--- src/hdl/otp_scrmbl_pkg.sv ---
package otp_scrmbl_pkg;

  //////////////////////////////////////////////////////////////////////
  // widths and counts
  //////////////////////////////////////////////////////////////////////

  // one cipher block, also the digest width
  localparam int BlockWidth = 64;
  // PRESENT-128 key
  localparam int KeyWidth = 128;
  // round steps per command
  localparam int NumRounds = 31;
  localparam int IdxWidth = 5;
  localparam int CntWidth = 5;
  // sel_i picks a key or a digest set
  localparam int SelWidth = 2;
  localparam int NumKeys = 3;
  localparam int NumDigestSets = 2;
  localparam int CmdWidth = 3;

  //////////////////////////////////////////////////////////////////////
  // encodings
  //////////////////////////////////////////////////////////////////////

  // commands, codes 5 to 7 are ignored
  localparam logic [CmdWidth-1:0] CmdEncrypt = 3'd0;
  localparam logic [CmdWidth-1:0] CmdLoadShadow = 3'd1;
  localparam logic [CmdWidth-1:0] CmdDigestInit = 3'd2;
  localparam logic [CmdWidth-1:0] CmdDigest = 3'd3;
  localparam logic [CmdWidth-1:0] CmdDigestFinalize = 3'd4;

  // data state mux
  localparam logic [1:0] DataSelEncOut = 2'd0;
  localparam logic [1:0] DataSelDigestState = 2'd1;
  localparam logic [1:0] DataSelEncOutXor = 2'd2;
  localparam logic [1:0] DataSelDataIn = 2'd3;

  // key state mux
  localparam logic [1:0] KeySelRoundKey = 2'd0;
  localparam logic [1:0] KeySelEncKeyInit = 2'd1;
  localparam logic [1:0] KeySelDigestConst = 2'd2;
  localparam logic [1:0] KeySelDigestInput = 2'd3;

  // controller states
  localparam logic [1:0] StIdle = 2'd0;
  localparam logic [1:0] StEncrypt = 2'd1;
  localparam logic [1:0] StDigest = 2'd2;

  //////////////////////////////////////////////////////////////////////
  // constant tables
  //////////////////////////////////////////////////////////////////////

  // valid entries only, index 0 in the lowest slot
  localparam logic [NumKeys-1:0][KeyWidth-1:0] KeyValues = {
    128'h9d1f_2a6c_e047_b35a_81c6_4f0e_7b29_d5a3,
    128'h3e8b_c1f4_5a07_926d_e3b8_0c75_1fa9_64d2,
    128'h5c2e_a8f1_0b97_d46e_3a15_c9f8_72e0_b41d
  };
  localparam logic [NumDigestSets-1:0][KeyWidth-1:0] ConstValues = {
    128'hb7e1_5162_8aed_2a6a_bf71_5880_9cf4_f3c7,
    128'h243f_6a88_85a3_08d3_1319_8a2e_0370_7344
  };
  localparam logic [NumDigestSets-1:0][BlockWidth-1:0] IvValues = {
    64'ha409_3822_299f_31d0,
    64'h082e_fa98_ec4e_6c89
  };

  // padded to four entries, unused indices read as zero
  localparam logic [2**SelWidth-1:0][KeyWidth-1:0] ScrmblKeys =
    ((2**SelWidth)*KeyWidth)'(KeyValues);
  localparam logic [2**SelWidth-1:0][KeyWidth-1:0] DigestConsts =
    ((2**SelWidth)*KeyWidth)'(ConstValues);
  localparam logic [2**SelWidth-1:0][BlockWidth-1:0] DigestIvs =
    ((2**SelWidth)*BlockWidth)'(IvValues);

  // digest input is written as two blocks and used as one key
  typedef union packed {
    logic [KeyWidth-1:0]             key;
    logic [1:0][BlockWidth-1:0]      blk;
  } key_block_u;

endpackage
--- src/hdl/otp_scrmbl.sv ---
`timescale 1ns/10ps

module otp_scrmbl (
  input  logic                                  clk_i,
  input  logic                                  rst_ni,
  input  logic [otp_scrmbl_pkg::CmdWidth-1:0]   cmd_i,
  input  logic [otp_scrmbl_pkg::SelWidth-1:0]   sel_i,
  input  logic [otp_scrmbl_pkg::BlockWidth-1:0] data_i,
  input  logic                                  valid_i,
  output logic                                  ready_o,
  output logic [otp_scrmbl_pkg::BlockWidth-1:0] data_o,
  output logic                                  valid_o
);

  // controller steering into the datapath
  logic [1:0] data_sel;
  logic [1:0] key_sel;
  logic       data_en;
  logic       key_en;
  logic       shadow_load;
  logic       digest_init;
  logic       digest_en;

  scrmbl_ctrl u_ctrl (
    .clk_i         (clk_i),
    .rst_ni        (rst_ni),
    .cmd_i         (cmd_i),
    .valid_i       (valid_i),
    .ready_o       (ready_o),
    .valid_o       (valid_o),
    .data_sel_o    (data_sel),
    .key_sel_o     (key_sel),
    .data_en_o     (data_en),
    .key_en_o      (key_en),
    .shadow_load_o (shadow_load),
    .digest_init_o (digest_init),
    .digest_en_o   (digest_en)
  );

  // output valid pulse also gates data_o
  scrmbl_datapath u_datapath (
    .clk_i         (clk_i),
    .rst_ni        (rst_ni),
    .sel_i         (sel_i),
    .data_i        (data_i),
    .valid_i       (valid_o),
    .data_sel_i    (data_sel),
    .key_sel_i     (key_sel),
    .data_en_i     (data_en),
    .key_en_i      (key_en),
    .shadow_load_i (shadow_load),
    .digest_init_i (digest_init),
    .digest_en_i   (digest_en),
    .data_o        (data_o)
  );

endmodule

--- src/hdl/scrmbl_ctrl.sv ---
`timescale 1ns/10ps

module scrmbl_ctrl (
  input  logic                                clk_i,
  input  logic                                rst_ni,
  input  logic [otp_scrmbl_pkg::CmdWidth-1:0] cmd_i,
  input  logic                                valid_i,
  output logic                                ready_o,
  output logic                                valid_o,
  output logic [1:0]                          data_sel_o,
  output logic [1:0]                          key_sel_o,
  output logic                                data_en_o,
  output logic                                key_en_o,
  output logic                                shadow_load_o,
  output logic                                digest_init_o,
  output logic                                digest_en_o
);

  logic [1:0]                          state_d, state_q;
  logic [otp_scrmbl_pkg::CntWidth-1:0] cnt_d, cnt_q;
  logic                                valid_d, valid_q;
  logic                                last_round;

  // counter value on the final round edge
  assign last_round = (cnt_q == (otp_scrmbl_pkg::CntWidth)'(otp_scrmbl_pkg::NumRounds - 1));

  //////////////////////////////////////////////////////////////////////
  // state machine
  //////////////////////////////////////////////////////////////////////

  always_comb begin : p_fsm
    state_d       = state_q;
    cnt_d         = '0;
    valid_d       = 1'b0;
    ready_o       = 1'b0;
    data_sel_o    = otp_scrmbl_pkg::DataSelDataIn;
    key_sel_o     = otp_scrmbl_pkg::KeySelDigestInput;
    data_en_o     = 1'b0;
    key_en_o      = 1'b0;
    shadow_load_o = 1'b0;
    digest_init_o = 1'b0;
    digest_en_o   = 1'b0;

    case (state_q)
      // accept and decode, counter stays cleared
      otp_scrmbl_pkg::StIdle: begin
        ready_o = 1'b1;
        if (valid_i) begin
          case (cmd_i)
            otp_scrmbl_pkg::CmdEncrypt: begin
              state_d   = otp_scrmbl_pkg::StEncrypt;
              key_sel_o = otp_scrmbl_pkg::KeySelEncKeyInit;
              data_en_o = 1'b1;
              key_en_o  = 1'b1;
            end
            // single-cycle commands, no valid pulse
            otp_scrmbl_pkg::CmdLoadShadow: shadow_load_o = 1'b1;
            otp_scrmbl_pkg::CmdDigestInit: begin
              digest_init_o = 1'b1;
              digest_en_o   = 1'b1;
            end
            // digest state is the plaintext, message block is the key
            otp_scrmbl_pkg::CmdDigest: begin
              state_d    = otp_scrmbl_pkg::StDigest;
              data_sel_o = otp_scrmbl_pkg::DataSelDigestState;
              data_en_o  = 1'b1;
              key_en_o   = 1'b1;
            end
            otp_scrmbl_pkg::CmdDigestFinalize: begin
              state_d    = otp_scrmbl_pkg::StDigest;
              data_sel_o = otp_scrmbl_pkg::DataSelDigestState;
              key_sel_o  = otp_scrmbl_pkg::KeySelDigestConst;
              data_en_o  = 1'b1;
              key_en_o   = 1'b1;
            end
            default: state_d = otp_scrmbl_pkg::StIdle;
          endcase
        end
      end
      // one round per cycle, both runs share the round path
      otp_scrmbl_pkg::StEncrypt, otp_scrmbl_pkg::StDigest: begin
        data_sel_o = otp_scrmbl_pkg::DataSelEncOut;
        key_sel_o  = otp_scrmbl_pkg::KeySelRoundKey;
        data_en_o  = 1'b1;
        key_en_o   = 1'b1;
        cnt_d      = cnt_q + otp_scrmbl_pkg::CntWidth'(1);
        if (last_round) begin
          state_d = otp_scrmbl_pkg::StIdle;
          valid_d = 1'b1;
          cnt_d   = '0;
          // digest run ends with the feed-forward and a state update
          if (state_q == otp_scrmbl_pkg::StDigest) begin
            data_sel_o  = otp_scrmbl_pkg::DataSelEncOutXor;
            digest_en_o = 1'b1;
          end
        end
      end
      default: state_d = otp_scrmbl_pkg::StIdle;
    endcase
  end

  always_ff @(posedge clk_i or negedge rst_ni) begin : p_regs
    if (!rst_ni) begin
      state_q <= otp_scrmbl_pkg::StIdle;
      cnt_q   <= '0;
      valid_q <= 1'b0;
    end else begin
      state_q <= state_d;
      cnt_q   <= cnt_d;
      valid_q <= valid_d;
    end
  end

  assign valid_o = valid_q;

endmodule

--- src/hdl/scrmbl_datapath.sv ---
`timescale 1ns/10ps

module scrmbl_datapath (
  input  logic                                  clk_i,
  input  logic                                  rst_ni,
  input  logic [otp_scrmbl_pkg::SelWidth-1:0]   sel_i,
  input  logic [otp_scrmbl_pkg::BlockWidth-1:0] data_i,
  input  logic                                  valid_i,
  input  logic [1:0]                            data_sel_i,
  input  logic [1:0]                            key_sel_i,
  input  logic                                  data_en_i,
  input  logic                                  key_en_i,
  input  logic                                  shadow_load_i,
  input  logic                                  digest_init_i,
  input  logic                                  digest_en_i,
  output logic [otp_scrmbl_pkg::BlockWidth-1:0] data_o
);

  //////////////////////////////////////////////////////////////////////
  // working registers and round outputs
  //////////////////////////////////////////////////////////////////////

  otp_scrmbl_pkg::key_block_u key_d, key_q;
  otp_scrmbl_pkg::key_block_u digest_in;

  logic [otp_scrmbl_pkg::IdxWidth-1:0]   idx_d, idx_q;
  logic [otp_scrmbl_pkg::BlockWidth-1:0] data_d, data_q;
  logic [otp_scrmbl_pkg::BlockWidth-1:0] shadow_q;
  logic [otp_scrmbl_pkg::BlockWidth-1:0] digest_d, digest_q;

  logic [otp_scrmbl_pkg::BlockWidth-1:0] round_data;
  logic [otp_scrmbl_pkg::BlockWidth-1:0] round_xor;
  logic [otp_scrmbl_pkg::KeyWidth-1:0]   round_key;
  logic [otp_scrmbl_pkg::IdxWidth-1:0]   round_idx;

  // constant lookups, index 3 reads as zero
  logic [otp_scrmbl_pkg::KeyWidth-1:0]   enc_key;
  logic [otp_scrmbl_pkg::KeyWidth-1:0]   digest_const;
  logic [otp_scrmbl_pkg::BlockWidth-1:0] digest_iv;

  assign enc_key      = otp_scrmbl_pkg::ScrmblKeys[sel_i];
  assign digest_const = otp_scrmbl_pkg::DigestConsts[sel_i];
  assign digest_iv    = otp_scrmbl_pkg::DigestIvs[sel_i];

  // message block: data_i on top, shadow below
  always_comb begin : p_digest_in
    digest_in.blk[1] = data_i;
    digest_in.blk[0] = shadow_q;
  end

  //////////////////////////////////////////////////////////////////////
  // next-state muxes
  //////////////////////////////////////////////////////////////////////

  always_comb begin : p_key_mux
    // every init load restarts the round index at 1
    idx_d = otp_scrmbl_pkg::IdxWidth'(1);
    case (key_sel_i)
      otp_scrmbl_pkg::KeySelRoundKey: begin
        key_d.key = round_key;
        idx_d     = round_idx;
      end
      otp_scrmbl_pkg::KeySelEncKeyInit:  key_d.key = enc_key;
      otp_scrmbl_pkg::KeySelDigestConst: key_d.key = digest_const;
      default:                           key_d.key = digest_in.key;
    endcase
  end

  // Davies-Meyer feed-forward
  assign round_xor = round_data ^ digest_q;

  always_comb begin : p_data_mux
    case (data_sel_i)
      otp_scrmbl_pkg::DataSelEncOut:      data_d = round_data;
      otp_scrmbl_pkg::DataSelDigestState: data_d = digest_q;
      otp_scrmbl_pkg::DataSelEncOutXor:   data_d = round_xor;
      default:                            data_d = data_i;
    endcase
  end

  // digest chain starts from an IV, then absorbs each result
  assign digest_d = digest_init_i ? digest_iv : round_xor;

  present_round u_round (
    .data_i (data_q),
    .key_i  (key_q.key),
    .idx_i  (idx_q),
    .data_o (round_data),
    .key_o  (round_key),
    .idx_o  (round_idx)
  );

  //////////////////////////////////////////////////////////////////////
  // registers
  //////////////////////////////////////////////////////////////////////

  always_ff @(posedge clk_i or negedge rst_ni) begin : p_idx_reg
    if (!rst_ni) begin
      idx_q <= '0;
    end else if (key_en_i) begin
      idx_q <= idx_d;
    end
  end

  always_ff @(posedge clk_i) begin : p_state_regs
    if (key_en_i) begin
      key_q <= key_d;
    end
    if (data_en_i) begin
      data_q <= data_d;
    end
    if (shadow_load_i) begin
      shadow_q <= data_i;
    end
    if (digest_en_i) begin
      digest_q <= digest_d;
    end
  end

  // result only visible during the valid pulse
  assign data_o = valid_i ? data_q : '0;

endmodule

--- src/hdl/present_round.sv ---
`timescale 1ns/10ps

module present_round (
  input  logic [otp_scrmbl_pkg::BlockWidth-1:0] data_i,
  input  logic [otp_scrmbl_pkg::KeyWidth-1:0]   key_i,
  input  logic [otp_scrmbl_pkg::IdxWidth-1:0]   idx_i,
  output logic [otp_scrmbl_pkg::BlockWidth-1:0] data_o,
  output logic [otp_scrmbl_pkg::KeyWidth-1:0]   key_o,
  output logic [otp_scrmbl_pkg::IdxWidth-1:0]   idx_o
);

  // 4-bit PRESENT S-box
  function automatic logic [3:0] sbox4(input logic [3:0] nib);
    logic [3:0] res;
    case (nib)
      4'h0: res = 4'hc;
      4'h1: res = 4'h5;
      4'h2: res = 4'h6;
      4'h3: res = 4'hb;
      4'h4: res = 4'h9;
      4'h5: res = 4'h0;
      4'h6: res = 4'ha;
      4'h7: res = 4'hd;
      4'h8: res = 4'h3;
      4'h9: res = 4'he;
      4'ha: res = 4'hf;
      4'hb: res = 4'h8;
      4'hc: res = 4'h4;
      4'hd: res = 4'h7;
      4'he: res = 4'h1;
      default: res = 4'h2;
    endcase
    return res;
  endfunction

  logic [otp_scrmbl_pkg::BlockWidth-1:0] sub_state;
  logic [otp_scrmbl_pkg::BlockWidth-1:0] perm_state;
  logic [otp_scrmbl_pkg::KeyWidth-1:0]   key_rot;

  always_comb begin : p_round
    // add round key from the upper key half, then substitute
    sub_state = data_i ^ key_i[127:64];
    for (int n = 0; n < 16; n++) begin
      sub_state[4*n +: 4] = sbox4(sub_state[4*n +: 4]);
    end
    // bit i moves to 16*i mod 63, msb stays in place
    perm_state[63] = sub_state[63];
    for (int i = 0; i < 63; i++) begin
      perm_state[(16*i) % 63] = sub_state[i];
    end
    // key schedule: rotate left by 61
    key_rot = {key_i[66:0], key_i[127:67]};
    key_o = key_rot;
    // top two nibbles through the S-box
    key_o[127:124] = sbox4(key_rot[127:124]);
    key_o[123:120] = sbox4(key_rot[123:120]);
    // round counter mixed into bits 66..62
    key_o[66:62] = key_rot[66:62] ^ idx_i;
    data_o = perm_state ^ key_o[127:64];
  end

  assign idx_o = idx_i + otp_scrmbl_pkg::IdxWidth'(1);

endmodule

--- config.mk ---
export PLATFORM = sky130hd
export DESIGN_NAME = otp_scrmbl
export DESIGN_NICKNAME = d
export VERILOG_FILES = /design/src/hdl/otp_scrmbl_pkg.sv /design/src/hdl/otp_scrmbl.sv /design/src/hdl/scrmbl_ctrl.sv /design/src/hdl/scrmbl_datapath.sv /design/src/hdl/present_round.sv
export SDC_FILE = /design/constraint.sdc
export NUM_CORES = 1
export LEC_CHECK = 0
export ABC_AREA = 1
export BUFFER_PORTS_ARGS = -buffer_cell sky130_fd_sc_hd__buf_4
export CORE_MARGIN = 2
export CORE_UTILIZATION = 52
export DETAILED_ROUTE_END_ITERATION = 7
export GPL_ROUTABILITY_DRIVEN = 0
export PLACE_DENSITY = 0.67
export SLEW_MARGIN = 10
export SYNTH_ARGS = -nofsm -noshare
export SYNTH_HDL_FRONTEND = slang
export SYNTH_HIERARCHICAL = 1
export SYNTH_SLANG_ARGS = --single-unit
--- constraint.sdc ---
create_clock -name clk_i -period 11.75 [get_ports clk_i]
set_input_delay 2.35 -clock clk_i [delete_from_list [all_inputs] [get_ports clk_i]]
set_output_delay 2.35 -clock clk_i [all_outputs]
set_load 0.01 [all_outputs]
==> results by group <==
Cells and area
  • Ant. Diodes: 0
  • NumNets Final: roughly 3,300
  • # fillers: between 4,000 and 5,000
  • Commonest non-fill, non-tap cell in the layout: nand2_1
  • FF/Latch Area: 9936 sq um
  • Area of the multi-input gates: 10,320 sq um
  • Layout cell share with drive strength beyond 1: a little over a tenth
  • Syn-to-layout area delta: 8.558%
  • Final Util: between 50% and 60%
  • Commonest non-fill, non-tap cells in the layout: nand2_1, inv_1, edfxtp_1

Setup path
  • Worst-path fanout max: 33
  • Worst reg2reg setup slack: between 8000 and 9000 ps
  • Reg-to-reg endpoint: u_datapath/data_q[61]
  • Worst setup startpoint: cmd_i[0]
  • Kind of critical path: in2reg
  • Crit path to: u_datapath/data_q[61]
  • WP data required: approximately 12,000 ps
  • Setup crit end kind: register
  • Critical Path AT: roughly 5400 ps
  • Critical R2R Launch: u_ctrl/cnt_q[0]
  • R2R depth: 11
  • Worst Setup Start Kind: primary input

Global route
  • Pin count of the biggest net entering global routing: 164
  • Initial antenna violation count: 0
  • First-pass GRT wire length: roughly 110 mm
  • GRT overflow: 0
  • Gr usage total: between 30% and 40%
  • Vias in the first global route: around 20,000

Clock network
  • CTS Hold Bufs: 0
  • Clk_lat worst skew: 590 ps
  • Clk sinks: 333
  • Worst-path clk slew: roughly 60 ps
  • Bufs on Longest Clock Path: 3
  • CTS tree: done
  • Resized Gates After CTS: 0
  • TritonCTS Buffers: 40
  • CTS H-tree lvls: 2
  • CTS root buf: clkbuf_16
  • Post-CTS Setup Repair Bufs: 0

STA
  • Fmax: 0.2024 GHz
  • Worst-margin pin slew: 1254 ps
  • Period Utilization, post-route: 42.05%
  • Slew headroom: 16.19%
  • Worst Skew: about 36 ps
  • Final WS setup: roughly 6800 ps
  • Pins Over Slew Limit: 0
  • Hold violation total from the final report: 0
  • TNS Setup: 0 ps
  • Final setup fails: 0
  • Crit path time final: roughly 4900 ps
  • Hold slack final: approximately 500 ps
  • RSZ-0062 raised after global routing: false

Floorplanning
  • Die area: 46,440 sq um
  • Row count: between 70 and 80
  • Die Ht: between 200 and 250 um
  • I/O pin total: ~140
  • Area of the core: ~44,000 sq um
  • Starting density of the core: 52.60%
  • Die width: around 220 um

Routing
  • Antenna Violating Nets Remaining: 0
  • Starting DRT DRC Count: roughly 2,400
  • DR WL/cell: approximately 20 um
  • WL final: about 76 mm
  • DRT Pass-1 Iters: 6
  • Residual DRC: 0
  • Vias/cell: approximately 5.6
  • Vias: roughly 21,000

Placed design
  • Post-DP HPWL: approximately 52 mm
  • Port Buffers: approximately 140
  • Post-Place Worst Slack: about 6300 ps

Logic synthesis
  • Register area share after synthesis: between 40% and 50%
  • Syn avg cell area: 7.303 sq um
  • Synth warn: 6
  • Mapped cell area: 23,260 sq um
  • Synthesized flop and latch total: between 300 and 400
  • Unique masters post-synth: 38
  • Mapped Cells: approximately 3,200
  • Syn_nets: roughly 3,300

Hold path
  • Hold Path Class: reg2reg
  • Hold Path Origin: u_ctrl/cnt_q[0]

Run
  • Max-cap violations: 0

Run status
  • Status: finished, final reports clean
==> worst min path at each step <==
stage / to / slack, ps / cells after the start
floorplan: u_ctrl/cnt_q[0] / 450 / 1
global placement: u_ctrl/cnt_q[0] / 460 / 1
detailed placement: u_ctrl/cnt_q[0] / 480 / 1
CTS: u_ctrl/cnt_q[0] / 490 / 1
global route: u_ctrl/cnt_q[0] / 520 / 1
finish: u_ctrl/cnt_q[0] / 490 / 1
==> layer usage <==
layer | GRT usage, % | routed length (um) | part of all wire (%) | vias to the layer above
li1 | - | - | - | 9983
met1 | 41.67 | 29270 | 38 | 9922
met2 | 52.70 | 35150 | 46 | 1223
met3 | 6.159 | 8013 | 11 | 205
met4 | 15.26 | 3819 | 5.0 | 0
met5 | 0 | 0 | 0 | -
==> flip-flops by register name (all words and copies together), names as in the netlist <==
register / flops
u_ctrl/cnt_q: 5
u_ctrl/state_q: 2
u_ctrl/valid_o: 1
u_datapath/data_q: 64
u_datapath/digest_q: 64
u_datapath/idx_q: 5
u_datapath/key_q: 128
u_datapath/shadow_q: 64
==> through the flow <==
| step | cells | instance area (sq um) |
|---|---|---|
| after floorplan | 3185 | 23260 |
| after CTS | 3796 | 25250 |
| after global placement | 3726 | 23960 |
| final | 3796 | 25250 |
| after global routing | 3796 | 25250 |
| after detailed placement | 3726 | 23960 |
==> cells in the mapped netlist <==
library cell     n  area, sq um
nand2_1       1442         5413
inv_1          424         1592
edfxtp_1       320         9609
nand3_1        303         1516
nand4_1        128        800.8
buf_4          117        878.3
ha_1            69        863.3
o21ai_0         54        270.3
buf_2           52        260.3
nor2_1          42        157.7
inv_2           37        138.9
nand2_2         34        212.7
clkbuf_1        28        105.1
xnor2_2         21        341.6
dfrtp_1         13        325.3
xor2_1          12        105.1
xnor2_1         10        87.58
nand3b_1         9        67.56
nor2_4           9        101.4
buf_1            8        30.03
nor2_2           8        50.05
o21ai_1          8        40.04
a21oi_1          5        25.02
a22o_1           4        35.03
o211ai_1         4        30.03
clkinv_1         3        11.26
inv_4            3        18.77
nand2_4          3        33.78
o21ai_2          3        26.28
a21boi_0         2        15.01
buf_6            2        22.52
nor3_1           2        10.01
a21oi_2          1        8.760
a22oi_1          1        7.510
a31oi_1          1        6.260
inv_8            1        11.26
o22ai_1          1        6.260
xnor2_4          1        27.53
==> logic make-up (layout without fill, tap and decap cells) <==
| kind of cell | Yosys count | count (layout) | synth area share [%] |
|---|---|---|---|
| AND/OR/NAND/NOR | 1980 | 1980 | 35.95 |
| buffers and inverters | 675 | 694 | 13.19 |
| flip-flops | 333 | 333 | 42.71 |
| AO/OA/AOI/OAI | 84 | 84 | 2.023 |
| adder cells (fa/ha/maj) | 69 | 69 | 3.711 |
| XOR/XNOR | 44 | 44 | 2.415 |
==> critical path, stage by stage <==
cell and delay [ps]:
buf_4 90, inv_1 70, nand2_1 100, nand2_1 80, nand3_1 80, a21oi_1 60
nand2_1 310, inv_1 430, nor2_4 890, buf_4 610, nand3_1 140, nand4_1 110
==> cell type report <==
type | instances | area share, %
clock inverters | 22 | 0.8770
repair buffers | 156 | 4.687
multi-input cells | 2177 | 40.87
inverters | 468 | 7.036
flip-flops and latches | 333 | 39.35
clock buffers | 48 | 4.251
well taps | 592 | 2.933
Power is left out: the tool's default activity adds up to more than one toggle a clock period on the data nets, which glitch-free logic cannot reach.
